## src/logic/lenet_mac_pkg.sv

```systemverilog
package lenet_mac_pkg;

    // ~~~~~~~~~~~~~~~~~~~~~~~~~~~~~~~~~~~~~~~~~~~~~~~~~~~~~~~~~~~~
    // datapath sizes.
    // ~~~~~~~~~~~~~~~~~~~~~~~~~~~~~~~~~~~~~~~~~~~~~~~~~~~~~~~~~~~~
    localparam int OPERAND_W = 8;
    localparam int PRODUCT_W = 2 * OPERAND_W;

    // width of the compressed rows inside the multiplier.
    localparam int ROW_W = 13;

    // one row of a 5x5 kernel per window.
    localparam int TAPS  = 5;
    localparam int TAP_W = $clog2(TAPS);

    // room for TAPS full-scale products.
    localparam int ACC_W = PRODUCT_W + $clog2(TAPS);

    // ~~~~~~~~~~~~~~~~~~~~~~~~~~~~~~~~~~~~~~~~~~~~~~~~~~~~~~~~~~~~
    // buffering and flow control.
    // ~~~~~~~~~~~~~~~~~~~~~~~~~~~~~~~~~~~~~~~~~~~~~~~~~~~~~~~~~~~~
    localparam int FIFO_DEPTH = 4;
    localparam int PTR_W      = $clog2(FIFO_DEPTH);

    // must hold 0 through FIFO_DEPTH inclusive.
    localparam int CREDIT_W = $clog2(FIFO_DEPTH + 1);

    // one operand pair, last is set on the final tap of a window.
    typedef struct packed {
        logic [OPERAND_W-1:0] activation;
        logic [OPERAND_W-1:0] weight;
        logic                 last;
    } operand_pair_t;

endpackage

```

## src/logic/approx_mac.sv

```systemverilog
`timescale 1ns/1ps

module approx_mac
    import lenet_mac_pkg::*;
(
    input  logic             clk,
    input  logic             reset,
    input  operand_pair_t    pop_pair,
    input  logic             not_empty,
    output logic             pop,
    output logic             credit_return,
    input  logic             out_ready,
    output logic             sum_valid,
    output logic [ACC_W-1:0] sum
);

    logic [PRODUCT_W-1:0] product;
    logic [ACC_W-1:0]     acc;
    logic [ACC_W-1:0]     acc_next;
    logic                 window_done;

    approx_mult_8x8 i_mult (
        .activation (pop_pair.activation),
        .weight     (pop_pair.weight),
        .product    (product)
    );

    // a held sum blocks the pop unless it is taken this cycle.
    assign pop         = not_empty && (!sum_valid || out_ready);
    assign acc_next    = acc + ACC_W'(product);
    assign window_done = pop && pop_pair.last;

    // ~~~~~~~~~~~~~~~~~~~~~~~~~~~~~~~~~~~~~~~~~~~~~~~~~~~~~~~~~~~~
    // accumulator, output handshake and credit return.
    // ~~~~~~~~~~~~~~~~~~~~~~~~~~~~~~~~~~~~~~~~~~~~~~~~~~~~~~~~~~~~
    always_ff @(posedge clk) begin
        if (reset) begin
            acc           <= '0;
            sum_valid     <= 1'b0;
            credit_return <= 1'b0;
        end else begin
            credit_return <= pop;
            if (window_done) begin
                acc <= '0;
            end else if (pop) begin
                acc <= acc_next;
            end
            // a new sum wins over the take of the old one.
            if (window_done) begin
                sum_valid <= 1'b1;
            end else if (out_ready) begin
                sum_valid <= 1'b0;
            end
        end
    end

    always_ff @(posedge clk) begin
        if (window_done) begin
            sum <= acc_next;
        end
    end

    // an untaken sum stays valid and unchanged.
    assert property (@(posedge clk) disable iff (reset)
        (sum_valid && !out_ready) |=> (sum_valid && $stable(sum)))
        else $error("approx_mac: held sum changed before it was taken");

endmodule

```

## src/logic/approx_mult_8x8.sv

```systemverilog
`timescale 1ns/1ps

module approx_mult_8x8
    import lenet_mac_pkg::*;
(
    input  logic [OPERAND_W-1:0] activation,
    input  logic [OPERAND_W-1:0] weight,
    output logic [PRODUCT_W-1:0] product
);

    logic [OPERAND_W-1:0] pp [OPERAND_W];

    logic [ROW_W-1:0] row_a;
    logic [ROW_W-1:0] row_b;
    logic [ROW_W-1:0] row_c;
    logic [ROW_W-1:0] row_d;
    logic [ROW_W-1:0] row_e;

    // ~~~~~~~~~~~~~~~~~~~~~~~~~~~~~~~~~~~~~~~~~~~~~~~~~~~~~~~~~~~~
    // partial products, one gated copy of the weight per bit.
    // ~~~~~~~~~~~~~~~~~~~~~~~~~~~~~~~~~~~~~~~~~~~~~~~~~~~~~~~~~~~~
    always_comb begin
        for (int i = 0; i < OPERAND_W; i++) begin
            pp[i] = weight & {OPERAND_W{activation[i]}};
        end
    end

    // ~~~~~~~~~~~~~~~~~~~~~~~~~~~~~~~~~~~~~~~~~~~~~~~~~~~~~~~~~~~~
    // compression of rows 0 to 5 into five sparse rows.
    // ~~~~~~~~~~~~~~~~~~~~~~~~~~~~~~~~~~~~~~~~~~~~~~~~~~~~~~~~~~~~

    // bit 12 down to bit 0.
    assign row_a = {
        pp[5][7],
        pp[4][7] & pp[5][6],
        pp[2][7] & pp[3][6],
        pp[2][7] | pp[3][6],
        pp[0][7] | pp[1][6],
        pp[2][4] | pp[3][3],
        pp[2][4] & pp[3][3],
        1'b0,
        pp[0][3] ^ pp[1][2],
        1'b0,
        pp[0][2] & pp[1][1],
        pp[0][1] | pp[1][0],
        1'b0
    };

    assign row_b = {
        1'b0,
        pp[4][7] | pp[5][6],
        pp[3][7],
        pp[4][4] & pp[5][3],
        pp[1][7],
        pp[2][5] ^ pp[3][4],
        pp[4][2] | pp[5][1],
        3'b000,
        pp[2][0],
        2'b00
    };

    // the last three rows only populate bits 8 to 10.
    assign row_c = {
        2'b00,
        pp[4][6] & pp[5][5],
        pp[4][5] & pp[5][4],
        pp[2][6] | pp[3][5],
        8'h00
    };

    assign row_d = {
        2'b00,
        pp[4][6] | pp[5][5],
        pp[4][5] | pp[5][4],
        pp[4][3] | pp[5][2],
        8'h00
    };

    assign row_e = {
        4'h0,
        pp[4][4] ^ pp[5][3],
        8'h00
    };

    // ~~~~~~~~~~~~~~~~~~~~~~~~~~~~~~~~~~~~~~~~~~~~~~~~~~~~~~~~~~~~
    // final sum, rows 6 and 7 enter exactly at their weight.
    // ~~~~~~~~~~~~~~~~~~~~~~~~~~~~~~~~~~~~~~~~~~~~~~~~~~~~~~~~~~~~
    assign product = PRODUCT_W'({pp[6], 6'b000000})
                   + PRODUCT_W'({pp[7], 7'b0000000})
                   + PRODUCT_W'(row_a)
                   + PRODUCT_W'(row_b)
                   + PRODUCT_W'(row_c)
                   + PRODUCT_W'(row_d)
                   + PRODUCT_W'(row_e);

endmodule

```

## src/logic/credit_fifo.sv

```systemverilog
`timescale 1ns/1ps

module credit_fifo
    import lenet_mac_pkg::*;
(
    input  logic          clk,
    input  logic          reset,
    input  logic          push,
    input  operand_pair_t push_pair,
    input  logic          pop,
    output operand_pair_t pop_pair,
    output logic          not_empty
);

    operand_pair_t       mem [FIFO_DEPTH];
    logic [PTR_W-1:0]    wr_ptr;
    logic [PTR_W-1:0]    rd_ptr;
    logic [CREDIT_W-1:0] count;

    function automatic logic [PTR_W-1:0] next_ptr(input logic [PTR_W-1:0] ptr);
        return (ptr == PTR_W'(FIFO_DEPTH - 1)) ? '0 : ptr + 1'b1;
    endfunction

    assign pop_pair  = mem[rd_ptr];
    assign not_empty = (count != '0);

    // ~~~~~~~~~~~~~~~~~~~~~~~~~~~~~~~~~~~~~~~~~~~~~~~~~~~~~~~~~~~~
    // pointers and occupancy.
    // ~~~~~~~~~~~~~~~~~~~~~~~~~~~~~~~~~~~~~~~~~~~~~~~~~~~~~~~~~~~~
    always_ff @(posedge clk) begin
        if (reset) begin
            wr_ptr <= '0;
            rd_ptr <= '0;
            count  <= '0;
        end else begin
            if (push) begin
                wr_ptr <= next_ptr(wr_ptr);
            end
            if (pop) begin
                rd_ptr <= next_ptr(rd_ptr);
            end
            case ({push, pop})
                2'b10:   count <= count + 1'b1;
                2'b01:   count <= count - 1'b1;
                default: count <= count;
            endcase
        end
    end

    always_ff @(posedge clk) begin
        if (push) begin
            mem[wr_ptr] <= push_pair;
        end
    end

    // the issuer's credits must keep pushes within the free slots.
    assert property (@(posedge clk) disable iff (reset) push |-> count < CREDIT_W'(FIFO_DEPTH))
        else $error("credit_fifo: push while full");

    assert property (@(posedge clk) disable iff (reset) pop |-> not_empty)
        else $error("credit_fifo: pop while empty");

endmodule

```

## src/logic/lenet_mac_lane.sv

```systemverilog
`timescale 1ns/1ps

module lenet_mac_lane
    import lenet_mac_pkg::*;
(
    input  logic                 clk,
    input  logic                 reset,
    input  logic                 in_valid,
    input  logic [OPERAND_W-1:0] in_activation,
    input  logic [OPERAND_W-1:0] in_weight,
    output logic                 in_ready,
    input  logic                 out_ready,
    output logic                 sum_valid,
    output logic [ACC_W-1:0]     sum
);

    logic          push;
    operand_pair_t push_pair;
    logic          pop;
    operand_pair_t pop_pair;
    logic          not_empty;
    logic          credit_return;

    // ~~~~~~~~~~~~~~~~~~~~~~~~~~~~~~~~~~~~~~~~~~~~~~~~~~~~~~~~~~~~
    // issuer, operand buffer and MAC.
    // ~~~~~~~~~~~~~~~~~~~~~~~~~~~~~~~~~~~~~~~~~~~~~~~~~~~~~~~~~~~~
    operand_issuer i_issuer (
        .clk           (clk),
        .reset         (reset),
        .in_valid      (in_valid),
        .in_activation (in_activation),
        .in_weight     (in_weight),
        .in_ready      (in_ready),
        .credit_return (credit_return),
        .push          (push),
        .push_pair     (push_pair)
    );

    credit_fifo i_fifo (
        .clk       (clk),
        .reset     (reset),
        .push      (push),
        .push_pair (push_pair),
        .pop       (pop),
        .pop_pair  (pop_pair),
        .not_empty (not_empty)
    );

    approx_mac i_mac (
        .clk           (clk),
        .reset         (reset),
        .pop_pair      (pop_pair),
        .not_empty     (not_empty),
        .pop           (pop),
        .credit_return (credit_return),
        .out_ready     (out_ready),
        .sum_valid     (sum_valid),
        .sum           (sum)
    );

endmodule

```

## src/logic/operand_issuer.sv

```systemverilog
`timescale 1ns/1ps

module operand_issuer
    import lenet_mac_pkg::*;
(
    input  logic                 clk,
    input  logic                 reset,
    input  logic                 in_valid,
    input  logic [OPERAND_W-1:0] in_activation,
    input  logic [OPERAND_W-1:0] in_weight,
    output logic                 in_ready,
    input  logic                 credit_return,
    output logic                 push,
    output operand_pair_t        push_pair
);

    logic [CREDIT_W-1:0] credits;
    logic [TAP_W-1:0]    tap_count;
    logic                last_tap;

    // one credit per free FIFO slot.
    assign in_ready = (credits != '0);
    assign push     = in_valid && in_ready;
    assign last_tap = (tap_count == TAP_W'(TAPS - 1));

    assign push_pair = '{activation: in_activation, weight: in_weight, last: last_tap};

    // ~~~~~~~~~~~~~~~~~~~~~~~~~~~~~~~~~~~~~~~~~~~~~~~~~~~~~~~~~~~~
    // credit counter.
    // ~~~~~~~~~~~~~~~~~~~~~~~~~~~~~~~~~~~~~~~~~~~~~~~~~~~~~~~~~~~~
    always_ff @(posedge clk) begin
        if (reset) begin
            credits <= CREDIT_W'(FIFO_DEPTH);
        end else begin
            case ({push, credit_return})
                2'b10:   credits <= credits - 1'b1;
                2'b01:   credits <= credits + 1'b1;
                default: credits <= credits;
            endcase
        end
    end

    // window position of the next accepted pair.
    always_ff @(posedge clk) begin
        if (reset) begin
            tap_count <= '0;
        end else if (push) begin
            tap_count <= last_tap ? '0 : tap_count + 1'b1;
        end
    end

    // returned credits must never outnumber the FIFO slots.
    assert property (@(posedge clk) disable iff (reset) credits <= CREDIT_W'(FIFO_DEPTH))
        else $error("operand_issuer: credit count %0d above FIFO depth", credits);

endmodule

```

## config.mk

```make
export PLATFORM = sky130hd
export DESIGN_NAME = lenet_mac_lane
export DESIGN_NICKNAME = d
export VERILOG_FILES = /design/src/logic/lenet_mac_pkg.sv /design/src/logic/approx_mac.sv /design/src/logic/approx_mult_8x8.sv /design/src/logic/credit_fifo.sv /design/src/logic/lenet_mac_lane.sv /design/src/logic/operand_issuer.sv
export SDC_FILE = /design/constraint.sdc
export NUM_CORES = 1
export LEC_CHECK = 0
export BUFFER_PORTS_ARGS = -buffer_cell sky130_fd_sc_hd__buf_2
export CAP_MARGIN = 15
export CORE_UTILIZATION = 40
export CTS_CLUSTER_SIZE = 28
export DETAILED_ROUTE_END_ITERATION = 10
export GPL_TIMING_DRIVEN = 0
export HOLD_SLACK_MARGIN = 0.06
export PLACE_DENSITY_LB_ADDON = 0.08
export SLEW_MARGIN = 20
export SYNTH_ARGS = -nofsm -noshare
export SYNTH_HDL_FRONTEND = slang
export SYNTH_HIERARCHICAL = 1
export SYNTH_SLANG_ARGS = --single-unit
```

## constraint.sdc

```tcl
create_clock -name clk -period 6.5 [get_ports clk]
set_clock_uncertainty 0.05 [all_clocks]
set_input_delay 0.975 -clock clk [delete_from_list [all_inputs] [get_ports clk]]
set_output_delay 0.975 -clock clk [all_outputs]
set_load 0.05 [all_outputs]
```

### After elaboration in Yosys (flattened, before gate mapping)

Memories as Yosys holds them, arrays and structs flattened. A register that Yosys moved wholly into a read port is not among the register bits.
Index checks and enable logic that the tools add are counted.

| word-level totals | value |
|---|---|
| flip-flop bits (word level) | 53 |
| memory bits (writable) | 68 |
| bits of input ports | 20 |
| output and inout bits | 21 |
| word-level logic and storage cells | 81 |
| memories | 1 |

| cells by class | value |
|---|---|
| add/subtract/negate cells | 14 |
| equal/unequal tests | 7 |
| multiplexer cells | 11 |
| bitwise gates (word level) | 28 |
| reduce and logical (&&, ||, !) cells | 11 |

Memory list:

| memory | depth | bits a word | read ports | clocked after memory_dff | write ports | RTL line | RTL |
|---|---|---|---|---|---|---|---|
| i_fifo.mem | 4 | 17 | 1 | 1 | 1 | credit_fifo.sv:15 | `operand_pair_t mem [FIFO_DEPTH];` |

Operators by type and width:

| kind | count |
|---|---|
| $and 8x8->8 | 8 |
| $add 16x11->16 | 2 |
| $add 19x16->19 | 1 |
| $add 14x15->16 | 1 |
| $add 16x12->16 | 1 |
| $add 16x13->16 | 1 |
| $add 16x9->16 | 1 |
| $pmux 3 s2 | 2 |
| $or 1x1->1 | 10 |
| $add 3x1->3 const B | 3 |
| $eq 2x2->1 const B | 4 |
| $mux 2 | 4 |
| $and 1x1->1 | 7 |
| $reduce_bool 2->1 | 3 |
| $reduce_bool 3->1 | 2 |
| $sub 3x1->3 const B | 2 |
| $add 2x1->2 const B | 2 |
| $eq 2x1->1 const B | 2 |
| $mux 1 | 4 |
| $eq 3x3->1 const B | 1 |
| $logic_and 1x1->1 | 3 |
| $mux 3 | 1 |
| $xor 1x1->1 | 3 |
| $reduce_or 2->1 | 1 |
| 2 further kinds | 2 |

### Depth between registers and ports, before layout

Gate-level depths: netlist (run 1).

| logic depth | value |
|---|---|
| depth in word-level cells | 8 |
| depth in mapped cells | 25 |
| gate-level depth less buffers | 22 |

### Cells and area by module

Netlist (run 1), hierarchy kept.

Modules (own cells, without submodules):

| module | times used | cells each | area each (um^2) | seq. area each (um^2) |
|---|---|---|---|---|
| credit_fifo | 1 | 136 | 2935.3 | 2222.1 |
| approx_mac | 1 | 249 | 2354.8 | 991.0 |
| approx_mult_8x8 | 1 | 126 | 1171.1 | 0.0 |
| operand_issuer | 1 | 51 | 460.4 | 120.1 |

### Least setup slack after synthesis (run 1)

OpenSTA, ideal clock, no wires.

| timing path | value |
|---|---|
| path type | register to register |
| start | register (tool-made name) |
| end | register i_mac.sum[18] (data pin) |
| library setup time | 0.262 ns |
| arrival | 5.664 ns |
| data required time | 6.188 ns |
| slack | 0.524 ns |
| cell stages (with the launch flop) | 25 |
| buffers on the path | 3 |
| clock period less this slack | 5.976 ns |
| cells stage by stage | dfxtp_1 buf_6 buf_12 mux4_2 and2_1 ha_1 inv_1 fa_1 inv_1 fa_1 fa_1 ha_1 ha_1 fa_1 a21o_2 a21oi_1 xnor2_1 ha_1 clkbuf_1 o21ai_0 o21bai_1 a21o_1 a21oi_1 a21oi_1 xor2_1 |

RTL lines:

| what | RTL line | RTL |
|---|---|---|
| end signal, assigned | approx_mac.sv:59 | `sum <= acc_next;` |
| end, declared | approx_mac.sv:14 | `output logic [ACC_W-1:0] sum` |

==> impl_results.md, run 1 <==
- Status: finished, final reports clean
- Ports: 41
- Yosys top cell area share: roughly 38%
- Post-route ant nets: 0
- WS Path Type: flop to flop
- Drt wl/cell: about 16 um
- Final setup fails: 0
- #FFs+latches synth: 123
- Syn Area/Cell: ~12 sq um
- Hold Path Class: flop to flop
- Core Area: 16800 sq um
- Crit path cell chain: buf_6 > mux4_1 > clkbuf_1 > a22o_1 > fa_1 > fa_1 > fa_1 > ha_1 > ha_1 > fa_1 > a21o_2 > a21oi_1 > xnor2_1 > ha_2 > o21ai_0 > o21bai_2 > a21o_1 > a21oi_4 > a21oi_1 > xor2_1
- Post-route setup TNS: 0 ns
- Hold_ws: 0.410 ns
- Max incr delay on CP: 0.55 ns
- Period utilisation layout: a little over nine tenths
- CTS Hold Bufs: 0
- First-pass GRT wire length: between 20000 and 25000 um
- Max-slew violations: 0
- Worst-margin pin slew: roughly 1 ns
- Critical Path Source Type: flop
- Crit end category: flop
- Clk root buf: clkbuf_16
- Vert. Die Dim: roughly 130 um
- Final non-filler cell total: between 800 and 900
- Data arrival, critical path: approximately 6.3 ns
- Largest net degree at the start of global routing: 24
- Synth top area cells: edfxtp_1 (38%), dfxtp_1 (10%), ha_1 (8.3%), fa_1 (6.7%), mux4_2 (3.3%)
- Fillers: 1536
- Distinct cells, synth: 65
- CP most frequent cell: fa_1
- Highest-delay cell along the critical path: mux4_1
- Total track usage: between 15 and 20%
- Leading area contributor after synthesis: edfxtp_1
- PortBufs: 24
- Detailed Route Iter0 Violations: roughly 210
- Vias in the first global route: about 4500
- Hold Violations, Final: 0
- Row count: between 40 and 50
- Vias per cell: around 5.2
- Largest delay contributor family on the critical path: adder cells
- Vias: approximately 4400
- CP bufs+invs: 2
- Top FF cell, synth: edfxtp_1
- Nets: slightly below 700
- Final instance area: 7930 sq um
- DR pass1 iterations: 5
- Max frequency: around 0.16 GHz
- Initial Util: 41.3%
- Initial antenna violation count: 0
- Routability Congestion: 0.851
- Worst Setup EP: i_mac/sum[18]
- Seq/Total Area, Yosys: between 40% and 50%
- Syn Inst Count: 562
- ANT cells: 0
- Async set or reset register ratio after synthesis: 0%
- CTS H-tree lvls: 4
- Worst EP required: about 6.6 ns
- Tmin final: ~6.2 ns
- Clk sinks: 123
- Post-synth EDFFs: 87
- # placed instances: slightly above 800
- Maxcap violations: 0
- R2R Setup Slk: approximately 0.31 ns
- Worst-Skew Late Latency: just over 0.4 ns
- Share of layout cells above drive strength 1: 19.2%
- RR Endpoint: i_mac/sum[18]
- Grt total ovfl: 0
- Warnings, synthesis: 6
- Mapped cell area: ~7000 sq um
- DRC viols: 0
- Dpl hpwl: 9760 um
- Final WL: between 10000 and 15000 um
- Die width: around 130 um
- Clock Path Buffers: 2
- Placed cell area: about 7300 sq um
- Die area: roughly 18000 sq um
- Rel. slew slack: roughly a third
- Critical path fanouts, max: 10
- Stages on the worst setup path: 20
- CTS tree: built
- Reg2reg path depth: 20
- Number of buffers created by CTS: 17
- CTS clk-pin slew, worst paths: around 0.06 ns
- Area delta synth->final: 14.5%
-- routing by layer --
layer  global-route usage (%)  routed length, um  share of wire [%]  vias to the layer above
li1                         -                  -                  -                     2100
met1                     20.9               6310                 46                     2171
met2                     28.6               6920                 50                       67
met3                     3.23                359                2.6                       12
met4                     5.81                144                1.0                        0
met5                        0                  0                  0                        -
-- worst reg2reg max path, stage by stage (launching register included) --
cell,delay (ns)
dfxtp_1,0.32
buf_6,0.15
mux4_1,0.55
clkbuf_1,0.26
a22o_1,0.32
fa_1,0.46
fa_1,0.52
fa_1,0.49
ha_1,0.30
ha_1,0.24
fa_1,0.45
a21o_2,0.21
a21oi_1,0.17
xnor2_1,0.15
ha_2,0.36
o21ai_0,0.12
o21bai_2,0.11
a21o_1,0.22
a21oi_4,0.20
a21oi_1,0.10
xor2_1,0.15
-- worst min-delay path by stage --
stage / startpoint / endpoint / cells past startpoint
global route: i_mac/acc[14] / i_mac/acc[14] / 2
global placement: i_mac/acc[0] / i_mac/acc[0] / 2
finish: i_mac/acc[12] / i_mac/acc[12] / 2
detailed placement: i_mac/acc[12] / i_mac/acc[12] / 2
floorplan: i_mac/acc[12] / i_mac/acc[12] / 2
CTS: i_mac/acc[12] / i_mac/acc[12] / 2
-- Yosys cell counts (5+ instances only) --
cell type and count:
nand4_1 5, nand3_1 7, xor2_1 13, a21o_1 5, buf_4 19, fa_1 23, nor3_1 5, inv_1 36
a21oi_1 31, ha_1 46, o21ai_0 18, or3_1 8, nor2_1 28, mux2i_1 9, dfxtp_1 36, mux4_1 7
mux4_2 10, and2_1 26, edfxtp_1 87, and3_1 5, xnor2_1 15, a22o_1 6, nand2_1 42, clkbuf_1 13
-- repair_timing --
item	4_1_cts	5_1_grt
setup endpoints to repair	2	9
resized for setup	2	6
setup buffers	0	4
hold endpoints to repair	0	0
gates cloned	0	0
-- logic make-up after synthesis --
logic type | synth area share (%)
AND/OR/NAND/NOR | 11.2
flip-flops | 48.2
AO/OA/AOI/OAI | 9.20
buffers and inverters | 5.66
adder cells (fa/ha/maj) | 15.0
XOR/XNOR | 3.54
multiplexers | 7.21
other | 0.0542
-- area by class of cell --
type	instances	area, sq um	share of cell area [%]
well taps	220	275	3.47
clock buffers	19	433	5.46
multi-input cells	364	3240	40.8
inverters	38	143	1.80
clock inverters	13	119	1.50
flip-flops and latches	123	3330	42.0
repair buffers	28	150	1.89
plain buffers	34	236	2.98
-- cell usage in the layout (no fill, tap or decap), types with 24 or more instances in the layout --
cell type,count
edfxtp_1,87
ha_1,44
nand2_1,42
inv_1,36
dfxtp_1,36
a21oi_1,30
nor2_1,28
buf_2,26
and2_1,26
buf_4,24
-- metrics by stage --
stage	worst slack, ns	utilization, %
2_1_floorplan	0.524	-
3_3_place_gp	-0.0342	43.7
3_5_place_dp	-0.0372	43.7
4_1_cts	0.0460	47.0
5_1_grt	-0.0144	47.3
6_report	0.315	47.3
-- flip-flops by register name, summed over array words and instances, names as in the netlist, 2 cells and up, named ones only --
signal              cells
i_fifo/count            3
i_issuer/credits        3
i_mac/sum              19
i_fifo/wr_ptr           2
i_fifo/mem             68
i_fifo/rd_ptr           2
i_mac/acc              19
i_issuer/tap_count      3
Power of run 1 is not shown: default switching activity piles up to over one toggle a cycle in this logic, so the estimate is an artifact.
==> inputs of run 2 (changes only) <==
--- a/config.mk
+++ b/config.mk
@@ -10,9 +10,10 @@
 export CORE_UTILIZATION = 40
 export CTS_CLUSTER_SIZE = 28
 export DETAILED_ROUTE_END_ITERATION = 10
+export GPL_ROUTABILITY_DRIVEN = 0
 export GPL_TIMING_DRIVEN = 0
 export HOLD_SLACK_MARGIN = 0.06
-export PLACE_DENSITY_LB_ADDON = 0.08
+export PLACE_DENSITY = 0.64
 export SLEW_MARGIN = 20
 export SYNTH_ARGS = -nofsm -noshare
 export SYNTH_HDL_FRONTEND = slang
==> run 2 against run 1 <==
  * Worst hold slack improved by 0.00096 ns
  * Cell count fell by 0.48%
  * First-iteration DRC count rose by 26%
  * Maximum frequency rose by 0.31%
  * Global-route usage fell by 0.81 points
  * Die area did not move
  * Register-to-register slack improved by 0.02 ns
  * Critical path type unchanged
  * Highest routed layer unchanged
==> impl_results.md, run 2 (same netlist as run 1, synthesis figures left out) <==
- CTS clk-pin slew, worst paths: 0.06 ns
- Highest-delay cell along the critical path: mux4_1
- Maxcap violations: 0
- Clock Path Buffers: 2
- Vias in the first global route: about 4500
- Ports: about 40
- Vias per cell: between 5 and 6
- RSZ-0062 raised after global routing: false
- DRC viols: 0
- Die area: about 18000 sq um
- Final setup fails: 0
- Area delta synth->final: 14.4%
- Clk root buf: clkbuf_16
- Largest delay contributor family on the critical path: adder cells
- Most common cell after layout, fill and taps aside: edfxtp_1
- Critical path fanouts, max: 9
- Total track usage: 15.9%
- First-pass GRT wire length: about 22000 um
- Number of buffers created by CTS: 17
- WS Path Type: flop to flop
- Row count: 47
- Period utilisation layout: a little over nine tenths
- Worst-margin pin slew: 0.947 ns
- Max-slew violations: 0
- Vias: 4292
- PortBufs: 24
- Post-route setup TNS: 0 ns
- CTS H-tree lvls: 4
- Largest net degree at the start of global routing: 24
- Core Area: between 15000 and 20000 sq um
- Number of flip-flops in the largest register: 68
- Status: finished, final reports clean
- Tmin final: 6.17 ns
- Reg with most FFs: i_fifo/mem
- Worst-Skew Late Latency: between 0.4 and 0.5 ns
- Most frequent cells in the layout: edfxtp_1 (87), ha_1 (44), nand2_1 (42)
- Rel. slew slack: 36.9%
- Post-route ant nets: 0
- Hold Violations, Final: 0
- Final WL: 12900 um
- Nets: 691
- Post-CTS setup buffer count: 0
- Drt wl/cell: 15.5 um
- End-of-flow core utilization: between 40% and 50%
- Dpl hpwl: just over 9000 um
- CTS-repair resized insts: 0
- Hold Path Class: flop to flop
- Worst EP required: about 6.6 ns
- Grt total ovfl: 0
- Critical Path Source Type: flop
- Vert. Die Dim: around 130 um
- DR pass1 iterations: 4
- Data arrival, critical path: approximately 6.3 ns
- Die width: ~130 um
- Share of layout cells above drive strength 1: between 10% and 20%
- ANT cells: 0
- Largest regs: i_fifo/mem: 68 flops, i_mac/acc: 19 flops, i_mac/sum: 19 flops
- CTS tree: built
- Detailed Route Iter0 Violations: around 270
- CP bufs+invs: 4
- Crit end category: flop
- Max frequency: 0.162 GHz
- Clk sinks: between 100 and 150
- CTS Hold Bufs: 0
- Max incr delay on CP: between 0.5 and 0.6 ns
- Initial antenna violation count: 0
- Initial Util: about two fifths
- Crit path cell chain: buf_6 > mux4_1 > clkbuf_1 > and4_1 > fa_1 > fa_1 > inv_1 > fa_1 > inv_1 > ha_1 > ha_1 > a211oi_1 > o21bai_1 > a21oi_1 > xnor2_1 > ha_1 > nand3_1 > a2111oi_4 > o21ai_0 > xnor2_1
## run 2: final timing paths
path | start | endpoint | slack, ns | depth (start not counted)
worst max-delay path | flop | i_mac/sum[17] | 0.33 | 20
worst min-delay path | i_mac/acc[3] | i_mac/acc[3] | 0.41 | 2
worst max register to register | flop | i_mac/sum[17] | 0.33 | 20
worst min register to register | i_mac/acc[3] | i_mac/acc[3] | 0.41 | 2
## run 2: final cells by class
cell class	count	area [sq um]
Clock inverter	14	160
Buffer	34	236
Multi-Input combinational cell	364	3220
Fill cell	1469	8840
Tap cell	220	275
Sequential cell	123	3330
Inverter	38	143
Clock buffer	18	429
Timing Repair Buffer	24	120
## run 2: stage by stage
step	setup WS, ns	instances	cell area (sq um)	hold slack, ns
floorplan	0.524	563	6930	0.388
global placement	0.0870	807	7320	0.398
detailed placement	0.0316	807	7320	0.406
CTS	0.00696	839	7910	0.413
global route	0.0527	835	7920	0.425
finish	0.334	835	7920	0.411
## run 2: per-layer routing
| metal | routed length, um | share of wire [%] | track usage, % |
|---|---|---|---|
| met1 | 5740 | 44 | 19.4 |
| met2 | 6530 | 51 | 27.3 |
| met3 | 471 | 3.6 | 3.81 |
| met4 | 175 | 1.4 | 5.30 |
| met5 | 0 | 0 | 0 |
## run 2: worst register-to-register path: stages (launching register included)
cell and delay [ns]:
dfxtp_1 0.32, buf_6 0.16, mux4_1 0.58, clkbuf_1 0.24, and4_1 0.29, fa_1 0.50, fa_1 0.49, inv_1 0.05
fa_1 0.53, inv_1 0.04, ha_1 0.33, ha_1 0.33, a211oi_1 0.21, o21bai_1 0.11, a21oi_1 0.18, xnor2_1 0.15
ha_1 0.47, nand3_1 0.23, a2111oi_4 0.34, o21ai_0 0.17, xnor2_1 0.14
Power of run 2 is left out for the same reason.
